$ cat config.mk
export PLATFORM = sky130hd
export DESIGN_NAME = decodeStage
export DESIGN_NICKNAME = d
export VERILOG_FILES = /design/src/logic/decodePkg.sv /design/src/logic/controlDecoder.sv /design/src/logic/regFileBypass.sv /design/src/logic/idExRegister.sv /design/src/logic/decodeStage.sv
export SDC_FILE = /design/constraint.sdc
export NUM_CORES = 1
export LEC_CHECK = 0
export ABC_AREA = 1
export CORE_MARGIN = 8
export CORE_UTILIZATION = 64
export DETAILED_ROUTE_END_ITERATION = 6
export DONT_BUFFER_PORTS = 1
export PLACE_DENSITY_LB_ADDON = 0.12
export SYNTH_ARGS = -nofsm -noshare
export SYNTH_HDL_FRONTEND = slang
export SYNTH_SLANG_ARGS = --single-unit
$ cat constraint.sdc
create_clock -name clk -period 3.14 [get_ports clk]
set_clock_uncertainty 0.1 [all_clocks]
set_input_delay 0.785 -clock clk [delete_from_list [all_inputs] [get_ports clk]]
set_output_delay 0.785 -clock clk [all_outputs]
set_load 0.05 [all_outputs]
$ cat src/logic/decodePkg.sv
`default_nettype none

package decodePkg;

   typedef logic [15:0] word_t;      // data or instruction word
   typedef logic [2:0]  regAddr_t;   // one of eight general registers
   typedef logic [4:0]  opcode_t;    // instr[15:11]
   typedef logic [1:0]  func_t;      // instr[1:0]
   typedef logic [1:0]  resultSel_t;
   typedef logic [1:0]  immForm_t;

   // execute result source
   localparam resultSel_t selAluReg  = 2'd0;
   localparam resultSel_t selAluImm8 = 2'd1;
   localparam resultSel_t selAluImm5 = 2'd2;
   localparam resultSel_t selLink    = 2'd3;   // pc+2 into r7

   // immediate formats
   localparam immForm_t immForm5  = 2'd0;
   localparam immForm_t immForm8  = 2'd1;
   localparam immForm_t immForm11 = 2'd2;
   localparam immForm_t immNone   = 2'd3;

   localparam opcode_t opHalt  = 5'b00000;
   localparam opcode_t opNop   = 5'b00001;
   localparam opcode_t opSiic  = 5'b00010;   // trap opcode, raises illegal
   localparam opcode_t opRti   = 5'b00011;
   localparam opcode_t opJ     = 5'b00100;
   localparam opcode_t opJr    = 5'b00101;
   localparam opcode_t opJal   = 5'b00110;
   localparam opcode_t opJalr  = 5'b00111;
   localparam opcode_t opAddi  = 5'b01000;
   localparam opcode_t opSubi  = 5'b01001;
   localparam opcode_t opXori  = 5'b01010;
   localparam opcode_t opAndni = 5'b01011;
   localparam opcode_t opBeqz  = 5'b01100;
   localparam opcode_t opBnez  = 5'b01101;
   localparam opcode_t opBltz  = 5'b01110;
   localparam opcode_t opBgez  = 5'b01111;
   localparam opcode_t opSt    = 5'b10000;
   localparam opcode_t opLd    = 5'b10001;
   localparam opcode_t opSlbi  = 5'b10010;
   localparam opcode_t opStu   = 5'b10011;
   localparam opcode_t opRoli  = 5'b10100;
   localparam opcode_t opSlli  = 5'b10101;
   localparam opcode_t opRori  = 5'b10110;
   localparam opcode_t opSrli  = 5'b10111;
   localparam opcode_t opLbi   = 5'b11000;
   localparam opcode_t opBtr   = 5'b11001;
   localparam opcode_t opShift = 5'b11010;   // rol/sll/ror/srl by func
   localparam opcode_t opAdd   = 5'b11011;   // add/sub/xor/andn by func
   localparam opcode_t opSeq   = 5'b11100;
   localparam opcode_t opSlt   = 5'b11101;
   localparam opcode_t opSle   = 5'b11110;
   localparam opcode_t opSco   = 5'b11111;

   localparam word_t nopInstr = 16'h0800;

   typedef struct packed {
      logic       halt;
      logic       nop;
      logic       memRead;
      logic       memWrite;
      logic       memToReg;
      logic       branch;
      logic       jump;
      logic       jumpReg;    // target from rs plus imm
      logic       savePC;
      logic       regWrite;
      logic       illegal;
      resultSel_t resultSel;
      immForm_t   immForm;
      logic       zeroExt;
   } ctrl_t;

   typedef struct packed {
      logic     en;
      regAddr_t addr;
      word_t    data;
   } writeBack_t;

   typedef struct packed {
      word_t    rsData;
      word_t    rtData;
      word_t    imm;
      opcode_t  opcode;
      func_t    func;
      regAddr_t rs;
      regAddr_t rt;
      regAddr_t rd;
      ctrl_t    ctrl;
   } decodeOut_t;

   // control word of nopInstr, shared by decoder and flush path
   localparam ctrl_t nopCtrl = '{
      halt: 1'b0, nop: 1'b1, memRead: 1'b0, memWrite: 1'b0, memToReg: 1'b0,
      branch: 1'b0, jump: 1'b0, jumpReg: 1'b0, savePC: 1'b0, regWrite: 1'b0,
      illegal: 1'b0, resultSel: selAluReg, immForm: immNone, zeroExt: 1'b0
   };

   // decoded nopInstr with zero operands
   localparam decodeOut_t nopPacket = '{
      rsData: '0, rtData: '0, imm: '0,
      opcode: nopInstr[15:11], func: nopInstr[1:0],
      rs: nopInstr[10:8], rt: nopInstr[7:5], rd: nopInstr[4:2],
      ctrl: nopCtrl
   };

endpackage

`default_nettype wire

$ cat src/logic/controlDecoder.sv
`timescale 1ns/1ps
`default_nettype none

module controlDecoder (
   input  decodePkg::word_t    instr,
   output decodePkg::ctrl_t    ctrl,
   output decodePkg::regAddr_t rs,
   output decodePkg::regAddr_t rt,
   output decodePkg::regAddr_t rd
);
   import decodePkg::*;

   opcode_t opcode;

   assign opcode = instr[15:11];
   assign rs     = instr[10:8];   // same position in every format
   assign rt     = instr[7:5];

   always_comb begin
      ctrl         = '0;
      ctrl.immForm = immNone;
      rd           = instr[4:2];   // register form

      case (opcode)
         opHalt: begin
            ctrl.halt = 1'b1;
         end
         opNop, opRti: begin
            ctrl = nopCtrl;          // rti has no exception path here
         end
         opSiic: begin
            ctrl         = nopCtrl;
            ctrl.illegal = 1'b1;
         end

         // 5-bit immediate alu ops, rd in bits 7:5
         opAddi, opSubi, opRoli, opSlli, opRori, opSrli: begin
            ctrl.regWrite  = 1'b1;
            ctrl.immForm   = immForm5;
            ctrl.resultSel = selAluImm5;
            rd             = instr[7:5];
         end
         opXori, opAndni: begin
            ctrl.regWrite  = 1'b1;
            ctrl.immForm   = immForm5;
            ctrl.resultSel = selAluImm5;
            ctrl.zeroExt   = 1'b1;  // logical ops take unsigned imm
            rd             = instr[7:5];
         end

         // memory, address is rs + imm5
         opSt: begin
            ctrl.memWrite  = 1'b1;
            ctrl.immForm   = immForm5;
            ctrl.resultSel = selAluImm5;
            rd             = instr[7:5];
         end
         opLd: begin
            ctrl.memRead   = 1'b1;
            ctrl.memToReg  = 1'b1;
            ctrl.regWrite  = 1'b1;
            ctrl.immForm   = immForm5;
            ctrl.resultSel = selAluImm5;
            rd             = instr[7:5];
         end
         opStu: begin
            ctrl.memWrite  = 1'b1;
            ctrl.regWrite  = 1'b1;
            ctrl.immForm   = immForm5;
            ctrl.resultSel = selAluImm5;
            rd             = instr[10:8];   // updated base goes back to rs
         end

         opBtr, opAdd, opShift, opSeq, opSlt, opSle, opSco: begin
            ctrl.regWrite  = 1'b1;
            ctrl.resultSel = selAluReg;
         end

         opBeqz, opBnez, opBltz, opBgez: begin
            ctrl.branch  = 1'b1;        // rs compared against zero
            ctrl.immForm = immForm8;
         end
         opLbi: begin
            ctrl.regWrite  = 1'b1;
            ctrl.immForm   = immForm8;
            ctrl.resultSel = selAluImm8;
            rd             = instr[10:8];
         end
         opSlbi: begin
            ctrl.regWrite  = 1'b1;
            ctrl.immForm   = immForm8;
            ctrl.resultSel = selAluImm8;
            ctrl.zeroExt   = 1'b1;      // low byte shifted in unsigned
            rd             = instr[10:8];
         end

         opJ: begin
            ctrl.jump    = 1'b1;
            ctrl.immForm = immForm11;
         end
         opJr: begin
            ctrl.jump    = 1'b1;
            ctrl.jumpReg = 1'b1;
            ctrl.immForm = immForm8;
         end
         opJal, opJalr: begin
            ctrl.jump      = 1'b1;
            ctrl.jumpReg   = (opcode == opJalr);
            ctrl.savePC    = 1'b1;
            ctrl.regWrite  = 1'b1;
            ctrl.immForm   = (opcode == opJalr) ? immForm8 : immForm11;
            ctrl.resultSel = selLink;
            rd             = 3'd7;      // link register
         end

         default: begin
            ctrl.illegal = 1'b1;        // regWrite stays low
         end
      endcase
   end

endmodule

`default_nettype wire

$ cat src/logic/regFileBypass.sv
`timescale 1ns/1ps
`default_nettype none

module regFileBypass (
   input  wire                  clk,
   input  wire                  reset,
   input  decodePkg::regAddr_t  rs,
   input  decodePkg::regAddr_t  rt,
   input  decodePkg::writeBack_t wb,
   output decodePkg::word_t     rsData,
   output decodePkg::word_t     rtData
);
   import decodePkg::*;

   word_t regs [8];

   always_ff @(posedge clk) begin
      if (reset) begin
         for (int i = 0; i < 8; i++)
            regs[i] <= '0;
      end else if (wb.en) begin
         regs[wb.addr] <= wb.data;   // r0 is writable
      end
   end

   // writeback data wins over storage on an address match
   always_comb begin
      rsData = regs[rs];
      if (wb.en && (wb.addr == rs))
         rsData = wb.data;
   end

   always_comb begin
      rtData = regs[rt];
      if (wb.en && (wb.addr == rt))
         rtData = wb.data;
   end

endmodule

`default_nettype wire

$ cat src/logic/idExRegister.sv
`timescale 1ns/1ps
`default_nettype none

module idExRegister (
   input  wire                   clk,
   input  wire                   reset,
   input  wire                   stall,
   input  wire                   branchTaken,
   input  decodePkg::word_t      instr,
   input  decodePkg::ctrl_t      ctrl,
   input  decodePkg::regAddr_t   rs,
   input  decodePkg::regAddr_t   rt,
   input  decodePkg::regAddr_t   rd,
   input  decodePkg::word_t      rsData,
   input  decodePkg::word_t      rtData,
   output decodePkg::decodeOut_t idEx
);
   import decodePkg::*;

   word_t      imm;
   decodeOut_t packet;

   always_comb begin
      case (ctrl.immForm)
         immForm5: begin
            if (ctrl.zeroExt)
               imm = {11'b0, instr[4:0]};
            else
               imm = {{11{instr[4]}}, instr[4:0]};
         end
         immForm8: begin
            if (ctrl.zeroExt)
               imm = {8'b0, instr[7:0]};
            else
               imm = {{8{instr[7]}}, instr[7:0]};
         end
         immForm11: begin
            imm = {{5{instr[10]}}, instr[10:0]};   // jump displacement, always signed
         end
         default: begin
            imm = '0;                              // register form
         end
      endcase
   end

   assign packet = '{
      rsData: rsData,
      rtData: rtData,
      imm:    imm,
      opcode: instr[15:11],
      func:   instr[1:0],
      rs:     rs,
      rt:     rt,
      rd:     rd,
      ctrl:   ctrl
   };

   always_ff @(posedge clk) begin
      if (reset || branchTaken)
         idEx <= nopPacket;   // flush beats stall
      else if (!stall)
         idEx <= packet;
   end

endmodule

`default_nettype wire

$ cat src/logic/decodeStage.sv
`timescale 1ns/1ps
`default_nettype none

module decodeStage (
   input  wire                    clk,
   input  wire                    reset,
   input  decodePkg::word_t       instr,
   input  decodePkg::writeBack_t  wb,
   input  wire                    stall,
   input  wire                    branchTaken,
   output decodePkg::decodeOut_t  idEx
);
   import decodePkg::*;

   ctrl_t    ctrl;
   regAddr_t rs;
   regAddr_t rt;
   regAddr_t rd;
   word_t    rsData;
   word_t    rtData;

   controlDecoder u_controlDecoder (
      .instr (instr),
      .ctrl  (ctrl),
      .rs    (rs),
      .rt    (rt),
      .rd    (rd)
   );

   regFileBypass u_regFileBypass (
      .clk    (clk),
      .reset  (reset),
      .rs     (rs),
      .rt     (rt),
      .wb     (wb),
      .rsData (rsData),
      .rtData (rtData)
   );

   idExRegister u_idExRegister (
      .clk         (clk),
      .reset       (reset),
      .stall       (stall),
      .branchTaken (branchTaken),
      .instr       (instr),
      .ctrl        (ctrl),
      .rs          (rs),
      .rt          (rt),
      .rd          (rd),
      .rsData      (rsData),
      .rtData      (rtData),
      .idEx        (idEx)
   );

endmodule

`default_nettype wire

==> impl.org <==
** Pwr
- Sw frac :: 26.2%
- The design draws 6.32 mW.
- Across the VDD grid, the largest voltage drop is between 0.4 and 0.5 mV.
- Pwr Density :: 575 nW/um2
- Of the total power, combinational logic draws 9.7%.
- Sequential cells burn roughly half of the power.
- Leak Pwr :: approximately 4.3 nW
- The clock network is responsible for between 40% and 50% of the overall power.
- Cell internal power was estimated by the tool at 4.66 mW.
- In this run the power spent charging and discharging nets is roughly 1.7 mW.

** Floorplanning
- Site Rows :: 46
- Vertical die dimension :: about 140 um
- Starting density of the core :: 64.8%
- The floorplan step defined a die boundary enclosing 20300 um2.
- The core region is about 16000 um2.
- I/O pin total :: 120
- The die is 142 um wide.

** Cells and area
- Leaving out filler cells and counting taps, the final layout contains 1431.
- Area Overhead vs Synth :: 7.55%
- Share of layout cells above drive strength 1 :: under 10%
- At the end of the flow the core is filled with cells to 69.7%.
- Number of diodes :: 0
- Highest-count cells in the layout ignoring fill and taps :: nor2_1 (208), nand2_1 (193), o21ai_0 (186)
- Net count, final :: 1239
- Leaving out fill and tap cells, the most frequent cell in the layout is nor2_1.

** Place
- Post-detailed-placement half-perimeter wirelength :: about 19 mm
- RD Place Congestion :: 0.995
- Buffers placed on the I/O ports in this run total 0.
- Placed cell count :: approximately 1400

** Min path
- Hold depth :: 2
- The worst hold path belongs to the class in -> reg.

** STA
- Accumulated negative setup slack :: 0 ns
- Achievable frequency :: 0.429 GHz
- Worst-margin pin slew :: about 0.96 ns
- Final-report setup violation count :: 0
- After layout, the minimum clock period comes to 2.33 ns.
- In this run the tightest slew margin relative to its limit is 35.8%.
- Final Max Tran Viols :: 0
- Final-report hold violation count :: 0
- Setup repair after global routing missed its margin :: no
- Dividing the final minimum period by the clock period gives 74.2%.

** Synthesis
- The share of the Yosys chip area taken by registers is 52.1%.
- Synthesized Nets :: ~1300
- Summed instance area of the synthesized netlist :: 10200 um2
- Yosys printed 0 warnings.
- Counting every instance in the synthesized netlist gives around 1200.
- In this run the mean area of a mapped cell was 8.24 um2.
- The synthesized netlist contains 37 unique library cells.
- The synthesized design contains roughly 200 register bits.

** Drt
- The detailed router placed 8950 vias in this run.
- Number of search-and-repair iterations in the first detailed-routing pass :: 7
- The routed design has 29.0 mm of wire.
- Routed Antenna Nets :: 0
- In the final routed layout, each cell accounts on average for 20.3 um.
- For this block, the initial DRC count from the detailed router was 1127.
- For this run, design rule violations remaining after detail routing come to 0.
- After detailed routing, the number of vias per cell comes to about 6.3.

** Global routing
- Wire length of the first global-routing pass :: 44.7 mm
- The number of global-route vias before repair came to 8059.
- The number of antenna violations at the first check in global routing is 0.
- Entering global routing, the biggest net connects 106 pins.
- For this run the aggregate overflow at the end of global routing stands at 0.
- Across every metal layer, demand over resource in global routing totals 28.1%.

** Critical path
- Largest fanout of any net on the critical path :: 3
- CP startpoint kind :: register
- WP data arrival :: ~1.5 ns
- By startpoint and endpoint, the worst setup path is classified as reg -> out.
- STA classifies the critical path endpoint as a primary output.
- Measured in cells, the most critical reg-to-reg path has a length of 4.
- Data on the critical path is required at its endpoint by 2.25 ns.
- Counting buffers and inverters, the worst setup path is 0 cells deep.

** Clock network
- Post-cts sizing count :: 0
- H-tree depth reported by CTS :: 1
- The clock reaches the later pin of the worst-skew pair after 0.52 ns.
- Clock root buffer :: clkbuf_16
- CTS tree :: yes
- Clock-pin slew on the worst setup and hold paths :: around 0.060 ns
- Hold bufs inserted after CTS :: 0
- # Post-CTS Setup Buffers :: 0
- The number of clock buffers added by TritonCTS is 22.
- Sink Count :: 202
- The longest clock path from root to sink contains 3 buffers.

** Job
- Max Cap Violations :: 0

** Outcome
- Status :: finished clean
[power groups by stage]
stage	clock [mW]	sequential (mW)	combinational, mW
floorplan	0	3.20	0.500
global placement	0	3.23	0.580
detailed placement	0	3.24	0.591
CTS	2.55	3.18	0.597
global route	2.65	3.20	0.673
finish	2.53	3.18	0.610
[final cells by class]
type                       instances  area [um2]
sequential                       202        5330
fill                            1282        4780
multi-input combinational        858        4130
clock buffer                      35         688
inverter                          90         340
tap                              216         270
timing repair buffer              25         200
clock inverter                     5        28.8
[flip-flops by register name, summed over array words and instances (netlist names)]
register              count
u_regFileBypass.regs    128
u_idExRegister.idEx      74
[per-stage QoR]
stage	area [um2]	hold slack [ns]	worst slack [ns]
after floorplan	10200	0.548	0.706
after global placement	10300	0.584	0.726
after detailed placement	10300	0.586	0.685
after CTS	11000	0.304	0.790
after global routing	11000	0.313	0.778
final	11000	0.319	0.809
[cells in the mapped netlist]
| master | number | area, um2 |
|---|---|---|
| nor2_1 | 209 | 785 |
| nor2_2 | 4 | 25.0 |
| a31oi_1 | 32 | 200 |
| buf_1 | 7 | 26.3 |
| a21oi_1 | 94 | 470 |
| nand3_1 | 25 | 125 |
| a221o_1 | 1 | 10.0 |
| clkbuf_1 | 41 | 154 |
| nand2_2 | 8 | 50.1 |
| o211ai_1 | 36 | 270 |
| o21ai_1 | 30 | 150 |
| a21oi_2 | 9 | 78.8 |
| and3_4 | 1 | 11.3 |
| inv_2 | 15 | 56.3 |
| inv_1 | 74 | 278 |
| clkinv_2 | 1 | 5.00 |
| nand2_8 | 1 | 20.0 |
| nor2_8 | 1 | 20.0 |
| o21ai_0 | 186 | 931 |
| nand3b_1 | 1 | 7.51 |
| nand2_4 | 2 | 22.5 |
| buf_4 | 13 | 97.6 |
| buf_2 | 28 | 140 |
| edfxtp_1 | 128 | 3840 |
| nand4_1 | 3 | 18.8 |
| nor4_1 | 1 | 6.26 |
| nor2_4 | 4 | 45.0 |
| o22ai_1 | 1 | 6.26 |
| xor2_1 | 4 | 35.0 |
| dfxtp_1 | 74 | 1480 |
| a41oi_1 | 1 | 8.76 |
| nand3_2 | 7 | 70.1 |
| nand4_2 | 1 | 12.5 |
| nand2_1 | 193 | 724 |
| nor3_2 | 2 | 20.0 |
| clkbuf_2 | 1 | 5.00 |
| a21boi_1 | 1 | 7.51 |
[cells by family after synthesis]
kind of cell / count (synthesis) / share of synthesized area (%)
and+or+nand+nor: 463 / 19.2
AOI/OAI and AO/OA: 391 / 20.9
DFF: 202 / 52.1
buffers and inverters: 180 / 7.46
xor gates and xnor gates: 4 / 0.343
[per-layer routing]
layer	share of wire [%]	vias to the layer above	wire length, um	global-route usage, %
li1	-	4144	-	-
met1	40	4202	11500	39.2
met2	44	554	12800	42.5
met3	14	50	4160	6.94
met4	1.7	0	484	7.89
met5	0	-	0	0
[worst paths after layout]
| path | startpoint | endpoint | slack [ns] |
|---|---|---|---|
| max | u_idExRegister.idEx[13] | idEx[11] | 0.81 |
| min | stall | u_idExRegister.idEx[2] | 0.32 |
| max reg2reg | u_regFileBypass.regs[4][8] | u_idExRegister.idEx[56] | 1.59 |
| min reg2reg | u_idExRegister.idEx[5] | u_idExRegister.idEx[5] | 0.61 |
(Power assumes the default switching activity.)
